### src/rtl/adapter_bus_pkg.sv
// Widths are fixed for a 32-bit slave on a 128-bit master with word addressing and no parameters
`default_nettype none

package adapter_bus_pkg;

    // The slave side carries one 32-bit word per address
    localparam int SLAVE_DATA_WIDTH  = 32;
    localparam int MASTER_DATA_WIDTH = 128; // Four slave words side by side

    // Number of slave words that share one master word
    localparam int PACKING_FACTOR = MASTER_DATA_WIDTH / SLAVE_DATA_WIDTH;

    // The low address bits pick the slave word inside the master word
    localparam int LANE_WIDTH = $clog2(PACKING_FACTOR);

    localparam int SLAVE_ADDR_WIDTH  = 8;                             // Slave word address
    localparam int MASTER_ADDR_WIDTH = SLAVE_ADDR_WIDTH - LANE_WIDTH; // Upper slave address bits

    // One enable bit for every byte on each bus
    localparam int SLAVE_BE_WIDTH  = SLAVE_DATA_WIDTH / 8;
    localparam int MASTER_BE_WIDTH = MASTER_DATA_WIDTH / 8;

    // Data words on each side
    typedef logic [SLAVE_DATA_WIDTH-1:0]  slave_word_t;
    typedef logic [MASTER_DATA_WIDTH-1:0] master_word_t;

    // Word addresses on each side
    typedef logic [SLAVE_ADDR_WIDTH-1:0]  slave_addr_t;
    typedef logic [MASTER_ADDR_WIDTH-1:0] master_addr_t;

    typedef logic [LANE_WIDTH-1:0] lane_t; // Slave word position in a master word

    // Byte enables on each side
    typedef logic [SLAVE_BE_WIDTH-1:0]  slave_be_t;
    typedef logic [MASTER_BE_WIDTH-1:0] master_be_t;

endpackage

`default_nettype wire

### src/rtl/adapter_port_pkg.sv
// Request bundles assume read and write are never high together, and the tag tracks reads only
`default_nettype none

package adapter_port_pkg;

    import adapter_bus_pkg::*;

    // Request as the narrow slave presents it
    // The slave holds every field steady while wait request is high
    typedef struct packed {
        slave_addr_t address;   // Word address in slave words
        slave_be_t   byte_en;   // One bit per byte of the slave word
        logic        write;     // Write strobe
        logic        read;      // Read strobe
        slave_word_t writedata; // Only meaningful with write high
    } slave_req_t;

    // Request as the wide master sees it
    // Only one lane group of byte_en is ever nonzero
    typedef struct packed {
        master_addr_t address;   // Word address in master words
        master_be_t   byte_en;   // Slave enables placed in the chosen lane
        logic         write;     // Same strobe as the slave
        logic         read;      // Same strobe as the slave
        master_word_t writedata; // Slave data copied into every lane
    } master_req_t;

    // Record of one accepted read, held for the cycle its data comes back
    typedef struct packed {
        logic  valid; // High only in the cycle the master data is on the bus
        lane_t lane;  // Which slave word to return
    } read_tag_t;

endpackage

`default_nettype wire

### src/rtl/request_formatter.sv
// Purely combinational, so slave request timing passes straight to the master in the same cycle
`timescale 1ns/100ps
`default_nettype none

module request_formatter (
    input  wire adapter_port_pkg::slave_req_t   slave_req,
    output adapter_port_pkg::master_req_t       master_req
);

    import adapter_bus_pkg::*;

    master_addr_t word_addr; // Master word holding the slave word
    lane_t        lane;      // Slave word position inside it
    master_be_t   lane_be;   // Slave byte enables moved into their lane
    master_word_t wide_data; // Write data seen by every lane

    // Drop the lane bits to get the master word address
    assign word_addr = slave_req.address[SLAVE_ADDR_WIDTH-1:LANE_WIDTH];

    // The low address bits choose the lane
    assign lane = slave_req.address[LANE_WIDTH-1:0];

    // Build the wide byte enable one lane group at a time
    always_comb begin
        lane_be = '0; // All lanes disabled unless selected below
        for (int i = 0; i < PACKING_FACTOR; i++) begin
            if (lane == lane_t'(i)) begin
                // Only the addressed group gets the slave enables
                lane_be[i*SLAVE_BE_WIDTH +: SLAVE_BE_WIDTH] = slave_req.byte_en;
            end
        end
    end

    // Copy the slave word into each lane
    // The byte enables decide which copy the master actually writes
    assign wide_data = {PACKING_FACTOR{slave_req.writedata}};

    // Assemble the master request
    always_comb begin
        master_req.address   = word_addr;
        master_req.byte_en   = lane_be;
        master_req.write     = slave_req.write; // Strobes pass through unchanged
        master_req.read      = slave_req.read;
        master_req.writedata = wide_data;
    end

endmodule

`default_nettype wire

### src/rtl/lane_tracker.sv
// Assumes the master returns read data exactly one cycle after acceptance, with no other latency
`timescale 1ns/100ps
`default_nettype none

module lane_tracker (
    input  wire                                 clock,
    input  wire                                 reset,
    input  wire adapter_port_pkg::slave_req_t   slave_req,
    input  wire                                 master_waitreq,
    output adapter_port_pkg::read_tag_t         read_tag
);

    import adapter_bus_pkg::*;
    import adapter_port_pkg::*;

    logic      read_accept; // A read leaves for the master this cycle
    read_tag_t next_tag;    // Tag to be held for the data cycle

    // A read counts only when the master is not stalling
    // Under wait request the slave repeats the same read next cycle
    assign read_accept = slave_req.read && !master_waitreq;

    always_comb begin
        next_tag.valid = read_accept;
        // The lane is taken every cycle and only matters when valid is set
        next_tag.lane  = slave_req.address[LANE_WIDTH-1:0];
    end

    // One register stage lines the tag up with the returning master data
    // Back to back reads simply overwrite it, since each tag lives one cycle
    always_ff @(posedge clock or posedge reset) begin
        if (reset) begin
            read_tag <= '0; // No read outstanding after reset
        end else begin
            read_tag <= next_tag;
        end
    end

endmodule

`default_nettype wire

### src/rtl/readdata_selector.sv
// Expects the tag and the master read data in the same cycle, and adds one output register
`timescale 1ns/100ps
`default_nettype none

module readdata_selector (
    input  wire                                 clock,
    input  wire                                 reset,
    input  wire adapter_port_pkg::read_tag_t    read_tag,
    input  wire adapter_bus_pkg::master_word_t  master_readdata,
    output adapter_bus_pkg::slave_word_t        slave_readdata,
    output logic                                slave_readdatavalid
);

    import adapter_bus_pkg::*;

    // View the wide data as a row of slave words, lane 0 in the low bits
    slave_word_t [PACKING_FACTOR-1:0] lanes;

    slave_word_t lane_word; // Word chosen by the tag

    assign lanes = master_readdata;

    // The tag lane indexes straight into the row
    assign lane_word = lanes[read_tag.lane];

    // Register the chosen word for the slave
    // This stage is the read pipeline and adds the second cycle of latency
    always_ff @(posedge clock or posedge reset) begin
        if (reset) begin
            slave_readdata      <= '0;
            slave_readdatavalid <= 1'b0;
        end else begin
            slave_readdatavalid <= read_tag.valid; // Valid pulses once per tracked read
            if (read_tag.valid) begin
                slave_readdata <= lane_word;
            end
            // Without a tag the last returned word stays on the bus
        end
    end

endmodule

`default_nettype wire

### src/rtl/avmm_width_adapter.sv
// Slave requests are not registered, so slave wait request is exactly the master wait request
`timescale 1ns/100ps
`default_nettype none

module avmm_width_adapter (
    input  wire                                 clock,
    input  wire                                 reset,
    // Narrow slave port
    input  wire adapter_port_pkg::slave_req_t   slave_req,
    output logic                                slave_waitreq,
    output adapter_bus_pkg::slave_word_t        slave_readdata,
    output logic                                slave_readdatavalid,
    // Wide master port
    output adapter_port_pkg::master_req_t       master_req,
    input  wire                                 master_waitreq,
    input  wire adapter_bus_pkg::master_word_t  master_readdata
);

    import adapter_port_pkg::*;

    read_tag_t read_tag; // Lane of the read whose data is on the master bus

    // Stalls come straight from the master
    // There is no request buffering here to absorb them
    assign slave_waitreq = master_waitreq;

    // Request path with zero latency
    request_formatter u_request_formatter (
        .slave_req  (slave_req),
        .master_req (master_req)
    );

    // Remembers the lane of every accepted read for one cycle
    lane_tracker u_lane_tracker (
        .clock          (clock),
        .reset          (reset),
        .slave_req      (slave_req),
        .master_waitreq (master_waitreq),
        .read_tag       (read_tag)
    );

    // Picks and registers the slave word
    // Data reaches the slave two cycles after the read was accepted
    readdata_selector u_readdata_selector (
        .clock               (clock),
        .reset               (reset),
        .read_tag            (read_tag),
        .master_readdata     (master_readdata),
        .slave_readdata      (slave_readdata),
        .slave_readdatavalid (slave_readdatavalid)
    );

endmodule

`default_nettype wire

### config.mk
export PLATFORM = sky130hd
export DESIGN_NAME = avmm_width_adapter
export DESIGN_NICKNAME = d
export VERILOG_FILES = /design/src/rtl/adapter_bus_pkg.sv /design/src/rtl/adapter_port_pkg.sv /design/src/rtl/request_formatter.sv /design/src/rtl/lane_tracker.sv /design/src/rtl/readdata_selector.sv /design/src/rtl/avmm_width_adapter.sv
export SDC_FILE = /design/constraint.sdc
export NUM_CORES = 1
export LEC_CHECK = 0
export BUFFER_PORTS_ARGS = -buffer_cell sky130_fd_sc_hd__buf_2
export CAP_MARGIN = 40
export CORE_AREA = 2 2 139 141
export DETAILED_ROUTE_END_ITERATION = 8
export DIE_AREA = 0 0 141 143
export GPL_TIMING_DRIVEN = 1
export HOLD_SLACK_MARGIN = 0.05
export SYNTH_ARGS = -nofsm -noshare
export SYNTH_HDL_FRONTEND = slang
export SYNTH_SLANG_ARGS = --single-unit
### constraint.sdc
create_clock -name clock -period 2.1 [get_ports clock]
set_input_delay 0.42 -clock clock [delete_from_list [all_inputs] [get_ports clock]]
set_output_delay 0.42 -clock clock [all_outputs]
set_load 0.05 [all_outputs]
==> results of run 1 <==
[cell usage after synthesis]
library cell and count:
sky130_fd_sc_hd__nor2b_1 3, sky130_fd_sc_hd__nand2b_1 33, sky130_fd_sc_hd__buf_2 3, sky130_fd_sc_hd__o221ai_1 2, sky130_fd_sc_hd__and3_1 4, sky130_fd_sc_hd__o221ai_2 30, sky130_fd_sc_hd__buf_4 137, sky130_fd_sc_hd__mux2i_1 64
sky130_fd_sc_hd__inv_1 1, sky130_fd_sc_hd__nand2_1 1, sky130_fd_sc_hd__buf_8 5, sky130_fd_sc_hd__dfrtp_1 36, sky130_fd_sc_hd__nor2_1 1, sky130_fd_sc_hd__buf_12 1, sky130_fd_sc_hd__buf_6 4, sky130_fd_sc_hd__clkbuf_1 3
sky130_fd_sc_hd__and2_1 12
[sequential cells by signal (all words and copies together), names as in the netlist]
name / count
u_readdata_selector.slave_readdata: 32
u_lane_tracker.read_tag: 3
u_readdata_selector.slave_readdatavalid: 1
[final timing paths]
path	from	endpoint	slack [ns]
setup / recovery	slave_req[39]	master_req[139]	0.40
hold / removal	reset	u_readdata_selector.slave_readdata[30]	0.13
setup reg to reg	u_lane_tracker.read_tag[0]	u_readdata_selector.slave_readdata[14]	0.69
hold reg to reg	u_readdata_selector.slave_readdata[13]	u_readdata_selector.slave_readdata[13]	0.49
max in group asynchronous	reset	u_readdata_selector.slave_readdata[23]	1.35
min in group clock	master_waitreq	u_lane_tracker.read_tag[2]	0.31
[cells in the final DEF (no fill, tap or decap)]
cell type and count:
sky130_fd_sc_hd__buf_2 188, sky130_fd_sc_hd__dfrtp_4 1, sky130_fd_sc_hd__nor2b_1 3, sky130_fd_sc_hd__nand2_2 1, sky130_fd_sc_hd__o221ai_2 30, sky130_fd_sc_hd__nand2b_2 1
sky130_fd_sc_hd__clkbuf_8 1, sky130_fd_sc_hd__clkbuf_16 5, sky130_fd_sc_hd__and3_1 4, sky130_fd_sc_hd__nor2_1 1, sky130_fd_sc_hd__mux2i_1 64, sky130_fd_sc_hd__buf_12 2
sky130_fd_sc_hd__clkbuf_1 2, sky130_fd_sc_hd__o221ai_1 2, sky130_fd_sc_hd__inv_2 1, sky130_fd_sc_hd__nand2b_1 32, sky130_fd_sc_hd__dfrtp_1 35, sky130_fd_sc_hd__and2_1 12
sky130_fd_sc_hd__buf_4 6
[cell type report]
cell class	instances	area, µm²
clock buffers	8	146.4
fillers	2054	14760
inverters	1	3.754
multi-input cells	150	1446
flip-flops and latches	36	904.6
well taps	234	292.8
repair buffers	196	1026
[per-stage QoR]
| step | setup slack, ns | utilization | cell area (µm²) | hold slack [ns] |
|---|---|---|---|---|
| 3_3_place_gp | 0.4130 | 0.1977 | 3674 | 0.4506 |
| 2_1_floorplan | 0.6578 | - | 3541 | 0.4496 |
| 4_1_cts | 0.3757 | 0.2056 | 3820 | 0.1506 |
| 3_5_place_dp | 0.3882 | 0.1977 | 3674 | 0.4560 |
| 6_report | 0.3964 | 0.2056 | 3820 | 0.1279 |
| 5_1_grt | 0.3228 | 0.2056 | 3820 | 0.1802 |
[layer usage]
layer | track usage | vias up | routed length [µm]
met5 | 0 | - | 0
met4 | 0.03526 | 0 | 177
met3 | 0.02180 | 18 | 824
met2 | 0.1738 | 175 | 5209
met1 | 0.08460 | 1103 | 3165
li1 | - | 1145 | -
[power by group]
group          switching, mW  internal, mW  leakage, nW
registers             0.0574         0.797        0.442
logic                  0.689         0.347         1.43
clock network          0.274         0.473       0.0712
total                   1.02          1.62         1.95
[logic make-up after synthesis]
logic type / Yosys count
and+or+nand+nor: 54
DFF: 36
AOI/OAI and AO/OA: 32
muxes: 64
buffers and inverters: 154
==> impl_metrics.xml, run 1 <==
<?xml version="1.0" encoding="UTF-8"?>
<metrics>
  <group name="sta">
    <metric name="timing.final.max_slew_violations" unit="">0</metric>
    <metric name="setup_total_negative_slack" unit="ns">0</metric>
    <metric name="finalCriticalPeriod" unit="ns">1.704</metric>
    <metric name="timing.final.hold_violations" unit="">0</metric>
    <metric name="max_freq" unit="MHz">587.0</metric>
    <metric name="worst_slew_pin_slew" unit="ns">0.4785</metric>
    <metric name="maxSlewHeadroom" unit="">0.6810</metric>
    <metric name="final_min_period_over_clock_period" unit="">0.8112</metric>
    <metric name="setup-violations-final" unit="">0</metric>
    <metric name="skew" unit="ns">0.006181</metric>
    <metric name="grt_setup_unrepaired" unit="">no</metric>
  </group>
  <group name="detailed_routing">
    <metric name="route.detailed.drc" unit="">0</metric>
    <metric name="vias" unit="">2441</metric>
    <metric name="route.detailed.vias_per_inst" unit="">3.906</metric>
    <metric name="drt-pass1-iter-count" unit="">4</metric>
    <metric name="wl_per_cell" unit="µm">15.00</metric>
    <metric name="drt-total-wl" unit="µm">9377</metric>
    <metric name="ant_nets" unit="">0</metric>
    <metric name="drt_iter0_drc" unit="">62</metric>
  </group>
  <group name="cts">
    <metric name="clk-insertion-delay-late" unit="ns">0.28</metric>
    <metric name="postCtsSetupRepairBufs" unit="">0</metric>
    <metric name="cts_sinks" unit="">36</metric>
    <metric name="postCtsHoldBufs" unit="">0</metric>
    <metric name="htree_num_levels" unit="">2</metric>
    <metric name="cts_buffers" unit="">5</metric>
    <metric name="cts_buffer_depth" unit="">2</metric>
    <metric name="cts_tree" unit="">done</metric>
    <metric name="clkSlewWorstSetupHoldPaths" unit="ns">0.06</metric>
    <metric name="clock-root-buffer" unit="">sky130_fd_sc_hd__clkbuf_16</metric>
    <metric name="post_cts_resized" unit="">0</metric>
  </group>
  <group name="synth">
    <metric name="post_synthesis_cell_area" unit="mm²">0.003541</metric>
    <metric name="post_synth_and_or_nand_nor_area_fraction" unit="">0.09399</metric>
    <metric name="post_synth_mux_area_share" unit="">0.1809</metric>
    <metric name="synth_top_family_by_area" unit="">buffers and inverters</metric>
    <metric name="synthAdderAreaFrac" unit="">0</metric>
    <metric name="yosysWarnings" unit="">0</metric>
    <metric name="synth_area_leaders" unit="">sky130_fd_sc_hd__buf_4 29%, sky130_fd_sc_hd__dfrtp_1 25%, sky130_fd_sc_hd__mux2i_1 18%</metric>
    <metric name="syn_nets" unit="">517</metric>
    <metric name="yosysTopAreaCell" unit="">sky130_fd_sc_hd__buf_4</metric>
    <metric name="post-synth-top-area-fraction" unit="">0.2905</metric>
    <metric name="synthDistinctLibCells" unit="">17</metric>
    <metric name="synth_compound_area_frac" unit="">0.1322</metric>
    <metric name="postSynthAreaPerCell" unit="µm²">10.41</metric>
    <metric name="synth-xor-area-share" unit="">0</metric>
    <metric name="seq_cells_post_synth" unit="">36</metric>
    <metric name="netlist_instances" unit="">340</metric>
    <metric name="sequential_element_share_of_the_synthesized_area" unit="">0.2544</metric>
  </group>
  <group name="setup_path">
    <metric name="cp_num_cells" unit="">4</metric>
    <metric name="reg2regPathDepth" unit="">3</metric>
    <metric name="cpMaxStageDelayCell" unit="">sky130_fd_sc_hd__nor2b_1</metric>
    <metric name="cp_data_arrival_time" unit="ns">1.28</metric>
    <metric name="critPathLaunchType" unit="">primary input</metric>
    <metric name="critical_path.max_fanout" unit="">8</metric>
    <metric name="timing.critical_path.required" unit="ns">1.68</metric>
    <metric name="path_cells" unit="">buf_2 -&gt; nor2b_1 -&gt; and2_1 -&gt; buf_2</metric>
    <metric name="worst_path_largest_cell_delay" unit="ns">0.27</metric>
    <metric name="crit_family" unit="">simple AND/OR/NAND/NOR gates</metric>
    <metric name="timing_worst_setup_path_type" unit="">primary input to output port</metric>
    <metric name="crit_path_frequent_cell" unit="">sky130_fd_sc_hd__buf_2</metric>
    <metric name="end_kind" unit="">output port</metric>
    <metric name="path_buf_inv" unit="">2</metric>
  </group>
  <group name="global_route">
    <metric name="global_route_wire_length_before_repair" unit="µm">13290</metric>
    <metric name="grt.total_usage" unit="">0.08693</metric>
    <metric name="grt_start_max_net_pins" unit="">33</metric>
    <metric name="via_count_of_the_first_global_routing_pass" unit="">2337</metric>
    <metric name="overflow" unit="">0</metric>
    <metric name="grt_antenna_before_repair" unit="">0</metric>
  </group>
  <group name="final_layout">
    <metric name="finish.cell_count_without_fillers" unit="">625</metric>
    <metric name="fin_nets" unit="">567</metric>
    <metric name="antenna_cells_inserted" unit="">0</metric>
    <metric name="post_route_cells_drive_above_1_share" unit="">0.6036</metric>
    <metric name="areaGrowthSynthToFinish" unit="%">7.880</metric>
  </group>
  <group name="worst_hold_path">
    <metric name="hp-class" unit="">primary input to asynchronous set/reset pin</metric>
  </group>
  <group name="placed_design">
    <metric name="placedCellCount" unit="">617</metric>
    <metric name="buffer_ports.inserted" unit="">188</metric>
    <metric name="finalWeightedCongestion" unit="">0.7277</metric>
    <metric name="post-dp-hpwl" unit="µm">7886</metric>
  </group>
  <group name="flow_run">
    <metric name="max-cap-violations" unit="">0</metric>
  </group>
  <group name="power_and_ir_drop">
    <metric name="max-vdd-ir-drop" unit="V">0.0002588</metric>
    <metric name="p_leak" unit="nW">1.947</metric>
    <metric name="totalPowerFinal" unit="mW">2.637</metric>
    <metric name="power_per_cell_area" unit="mW/mm²">690.4</metric>
  </group>
  <group name="die">
    <metric name="die_x" unit="µm">141</metric>
    <metric name="core_area" unit="mm²">0.01858</metric>
    <metric name="die_h" unit="µm">143</metric>
    <metric name="floorplan.die_area" unit="mm²">0.02016</metric>
    <metric name="floorplan.initialDensity" unit="">0.1906</metric>
    <metric name="placementRows" unit="">50</metric>
    <metric name="ios" unit="">363</metric>
  </group>
  <group name="outcome">
    <metric name="status" unit="">finished clean</metric>
  </group>
</metrics>
Note: power is estimated with default switching activity, not from simulation.
==> inputs of run 2 (changes only) <==
--- a/config.mk
+++ b/config.mk
@@ -5,6 +5,7 @@
 export SDC_FILE = /design/constraint.sdc
 export NUM_CORES = 1
 export LEC_CHECK = 0
+export ABC_AREA = 1
 export BUFFER_PORTS_ARGS = -buffer_cell sky130_fd_sc_hd__buf_2
 export CAP_MARGIN = 40
 export CORE_AREA = 2 2 139 141
==> constraint.sdc (replaced) <==
create_clock -name clock -period 1.4 [get_ports clock]
set_input_delay 0.28 -clock clock [delete_from_list [all_inputs] [get_ports clock]]
set_output_delay 0.28 -clock clock [all_outputs]
set_load 0.05 [all_outputs]
==> run 2 against run 1 <==
- clock skew decreased by 0.00083 ns
- wire length increased by 34%
- die area unchanged
- synthesized area increased by 13%
- cell count increased by 53%
- setup slack got worse by 0.33 ns
- non-clock buffer count increased by 5
- first-iteration DRC count increased by 130%
- register-to-register slack got worse by 0.58 ns
- core utilization increased by 2.8 points
- critical path type unchanged
- critical endpoint is now master_req[132]
- largest power group unchanged
==> impl_metrics.xml, run 2 <==
<?xml version="1.0" encoding="UTF-8"?>
<metrics>
  <group name="cts">
    <metric name="cts_buffers" unit="">5</metric>
    <metric name="clk-insertion-delay-late" unit="ns">0.29</metric>
    <metric name="cts_sinks" unit="">36</metric>
    <metric name="clkSlewWorstSetupHoldPaths" unit="ns">0.06</metric>
    <metric name="htree_num_levels" unit="">2</metric>
    <metric name="cts_tree" unit="">done</metric>
    <metric name="cts_buffer_depth" unit="">2</metric>
    <metric name="clock-root-buffer" unit="">sky130_fd_sc_hd__clkbuf_16</metric>
    <metric name="postCtsSetupRepairBufs" unit="">0</metric>
  </group>
  <group name="die">
    <metric name="floorplan.initialDensity" unit="">0.2159</metric>
    <metric name="die_x" unit="µm">141</metric>
    <metric name="core_area" unit="mm²">0.01858</metric>
    <metric name="placementRows" unit="">50</metric>
    <metric name="ios" unit="">363</metric>
    <metric name="die_h" unit="µm">143</metric>
    <metric name="floorplan.die_area" unit="mm²">0.02016</metric>
  </group>
  <group name="setup_path">
    <metric name="path_cells" unit="">buf_2 -&gt; inv_1 -&gt; nand2_1 -&gt; nor2_1 -&gt; clkbuf_4</metric>
    <metric name="crit_family" unit="">buffers and inverters</metric>
    <metric name="cpMaxStageDelayCell" unit="">sky130_fd_sc_hd__clkbuf_4</metric>
    <metric name="cp_data_arrival_time" unit="ns">1.05</metric>
    <metric name="critPathLaunchType" unit="">primary input</metric>
    <metric name="worst_path_largest_cell_delay" unit="ns">0.26</metric>
    <metric name="timing_worst_setup_path_type" unit="">primary input to output port</metric>
    <metric name="path_buf_inv" unit="">3</metric>
    <metric name="end_kind" unit="">output port</metric>
    <metric name="critical_path.max_fanout" unit="">4</metric>
    <metric name="timing.critical_path.required" unit="ns">1.12</metric>
  </group>
  <group name="final_layout">
    <metric name="top_library_cells_by_usage_in_the_layout_fill_and_taps_aside" unit="">260 x sky130_fd_sc_hd__nand2_1, 187 x sky130_fd_sc_hd__buf_2, 137 x sky130_fd_sc_hd__inv_1</metric>
    <metric name="largest_register_ff_count" unit="">32</metric>
    <metric name="multi_input_comb_area" unit="mm²">0.001360</metric>
    <metric name="final-seq-area" unit="µm²">902.1</metric>
    <metric name="finish.instance_area" unit="mm²">0.004342</metric>
    <metric name="n_fill_cell" unit="">2126</metric>
    <metric name="areaGrowthSynthToFinish" unit="%">8.234</metric>
    <metric name="mostFrequentLayoutCell" unit="">sky130_fd_sc_hd__nand2_1</metric>
    <metric name="fin_nets" unit="">901</metric>
    <metric name="finish.cell_count_without_fillers" unit="">959</metric>
    <metric name="post_route_cells_drive_above_1_share" unit="">0.2910</metric>
    <metric name="registers.top_by_ff_count" unit="">u_readdata_selector.slave_readdata</metric>
    <metric name="largest_registers" unit="">u_readdata_selector.slave_readdata (32), u_lane_tracker.read_tag (3), u_readdata_selector.slave_readdatavalid (1)</metric>
    <metric name="antenna_cells_inserted" unit="">0</metric>
  </group>
  <group name="synth">
    <metric name="post_synthesis_cell_area" unit="mm²">0.004011</metric>
    <metric name="post-synth-top-area-fraction" unit="">0.2658</metric>
    <metric name="yosysTopAreaCell" unit="">sky130_fd_sc_hd__buf_4</metric>
    <metric name="postSynthAreaPerCell" unit="µm²">5.899</metric>
    <metric name="syn_nets" unit="">857</metric>
    <metric name="synth-xor-area-share" unit="">0</metric>
    <metric name="sequential_element_share_of_the_synthesized_area" unit="">0.2246</metric>
    <metric name="synth_area_leaders" unit="">sky130_fd_sc_hd__buf_4 27%, sky130_fd_sc_hd__nand2_1 24%, sky130_fd_sc_hd__dfrtp_1 22%</metric>
    <metric name="synthAdderAreaFrac" unit="">0</metric>
    <metric name="seq_cells_post_synth" unit="">36</metric>
    <metric name="yosysMostFrequentCell" unit="">sky130_fd_sc_hd__nand2_1</metric>
    <metric name="synthDistinctLibCells" unit="">10</metric>
    <metric name="commonest_register_cell_after_synthesis" unit="">sky130_fd_sc_hd__dfrtp_1</metric>
    <metric name="synth_compound_area_frac" unit="">0</metric>
    <metric name="async_set_or_reset_register_ratio_after_synthesis" unit="">1.000</metric>
    <metric name="post_synth_mux_area_share" unit="">0</metric>
    <metric name="synth_top_family_by_area" unit="">buffers and inverters</metric>
    <metric name="post_synth_and_or_nand_nor_area_fraction" unit="">0.3391</metric>
    <metric name="yosysWarnings" unit="">0</metric>
    <metric name="netlist_top_cells_count" unit="">260 x sky130_fd_sc_hd__nand2_1, 142 x sky130_fd_sc_hd__buf_4, 138 x sky130_fd_sc_hd__inv_1, 64 x sky130_fd_sc_hd__nand3_1, 36 x sky130_fd_sc_hd__dfrtp_1</metric>
    <metric name="netlist_instances" unit="">680</metric>
    <metric name="synth_edf_count" unit="">0</metric>
  </group>
  <group name="detailed_routing">
    <metric name="drt-total-wl" unit="µm">12530</metric>
    <metric name="route.detailed.vias_per_inst" unit="">3.846</metric>
    <metric name="drt-pass1-iter-count" unit="">5</metric>
    <metric name="vias" unit="">3688</metric>
    <metric name="drt_iter0_drc" unit="">142</metric>
    <metric name="ant_nets" unit="">0</metric>
    <metric name="wl_per_cell" unit="µm">13.06</metric>
    <metric name="route.detailed.drc" unit="">0</metric>
  </group>
  <group name="worst_hold_path">
    <metric name="hp-class" unit="">primary input to flip-flop</metric>
  </group>
  <group name="placed_design">
    <metric name="buffer_ports.inserted" unit="">188</metric>
    <metric name="post-dp-hpwl" unit="µm">9849</metric>
    <metric name="finalWeightedCongestion" unit="">0.7602</metric>
    <metric name="placedCellCount" unit="">950</metric>
    <metric name="placement.cell_area" unit="mm²">0.004158</metric>
  </group>
  <group name="sta">
    <metric name="finalCriticalPeriod" unit="ns">1.331</metric>
    <metric name="setup-violations-final" unit="">0</metric>
    <metric name="timing.final.hold_violations" unit="">0</metric>
    <metric name="whs" unit="ns">0.1433</metric>
    <metric name="worst_slew_pin_slew" unit="ns">0.3235</metric>
    <metric name="grt_setup_unrepaired" unit="">no</metric>
    <metric name="skew" unit="ns">0.005352</metric>
    <metric name="timing.final.max_slew_violations" unit="">0</metric>
    <metric name="final_min_period_over_clock_period" unit="">0.9508</metric>
    <metric name="maxSlewHeadroom" unit="">0.7840</metric>
    <metric name="max_freq" unit="MHz">751.2</metric>
    <metric name="setup_total_negative_slack" unit="ns">0</metric>
  </group>
  <group name="global_route">
    <metric name="via_count_of_the_first_global_routing_pass" unit="">3509</metric>
    <metric name="grt_start_max_net_pins" unit="">65</metric>
    <metric name="grt_antenna_before_repair" unit="">0</metric>
    <metric name="grt.total_usage" unit="">0.1229</metric>
    <metric name="global_route_wire_length_before_repair" unit="µm">18870</metric>
    <metric name="overflow" unit="">0</metric>
  </group>
  <group name="power_and_ir_drop">
    <metric name="max-vdd-ir-drop" unit="V">0.0003284</metric>
    <metric name="power_per_cell_area" unit="mW/mm²">966.7</metric>
    <metric name="p_leak" unit="nW">2.975</metric>
  </group>
  <group name="flow_run">
    <metric name="max-cap-violations" unit="">0</metric>
  </group>
  <group name="outcome">
    <metric name="status" unit="">finished clean</metric>
  </group>
</metrics>
==> run 2: cell types whose count changed after synthesis, sizes merged, moves of 12 or more <==
cell,delta
and2,-12
buf,+13
inv,+138
mux2i,-64
nand2,+259
nand2b,-33
nand3,+64
nor2,+16
o221ai,-32
==> run 2: cells by family after synthesis <==
group,after synthesis
flops,36
simple gates,341
buf+inv,303
==> run 2: where the power goes <==
group / internal (mW) / switching (mW) / total (mW)
logic: 0.471 / 1.12 / 1.60
clock network: 0.847 / 0.494 / 1.34
registers: 1.19 / 0.0753 / 1.26
==> run 2: worst register-to-register path, cell delays in order, from the launching register on <==
cell	delay, ns
sky130_fd_sc_hd__dfrtp_2	0.43
sky130_fd_sc_hd__inv_2	0.14
sky130_fd_sc_hd__buf_4	0.25
sky130_fd_sc_hd__nand2_1	0.08
sky130_fd_sc_hd__nand3_1	0.11
sky130_fd_sc_hd__nand2_1	0.08
sky130_fd_sc_hd__nand2_1	0.07
sky130_fd_sc_hd__nand2_1	0.05
==> run 2: worst paths after layout <==
check                           slack (ns)  depth (start not counted)                                    from                                      end
max in group asynchronous             0.45                          4                                   reset               u_lane_tracker.read_tag[0]
worst max register to register        0.11                          7              u_lane_tracker.read_tag[0]   u_readdata_selector.slave_readdata[24]
worst min register to register        0.47                          2  u_readdata_selector.slave_readdata[17]   u_readdata_selector.slave_readdata[17]
min in group asynchronous             0.49                          3                                   reset  u_readdata_selector.slave_readdatavalid
worst min-delay path                  0.14                          1                           slave_req[38]               u_lane_tracker.read_tag[0]
worst max-delay path                  0.07                          5                           slave_req[39]                          master_req[132]
==> run 2: per-stage QoR <==
| stage | utilization | setup slack, ns | power [mW] |
|---|---|---|---|
| detailed placement | 0.2238 | 0.08039 | 2.896 |
| floorplan | - | 0.05080 | 3.410 |
| global placement | 0.2238 | 0.08720 | 2.888 |
| finish | 0.2337 | 0.06884 | 4.197 |
| CTS | 0.2335 | 0.07177 | 4.299 |
| global route | 0.2337 | 0.005306 | 4.482 |
==> run 2: repair_timing <==
item	in CTS	in global routing
resized for setup	0	1
endpoints found under the setup margin	0	1
hold buffers	1	0
hold endpoints to repair	12	0
==> run 2: metal layers <==
| metal | vias up | wire (µm) | global-route usage |
|---|---|---|---|
| met2 | 259 | 5824 | 0.2118 |
| met5 | - | 0 | 0 |
| met4 | 0 | 203 | 0.03895 |
| met1 | 1513 | 5120 | 0.1365 |
| li1 | 1905 | - | - |
| met3 | 11 | 1379 | 0.05466 |
==> run 2: area by class of cell <==
type	count	share of cell area
tap	234	0.06744
multi-input combinational	341	0.3133
inverter	139	0.1202
sequential	36	0.2078
clock buffer	5	0.02882
clock inverter	3	0.01066
timing repair buffer	201	0.2519
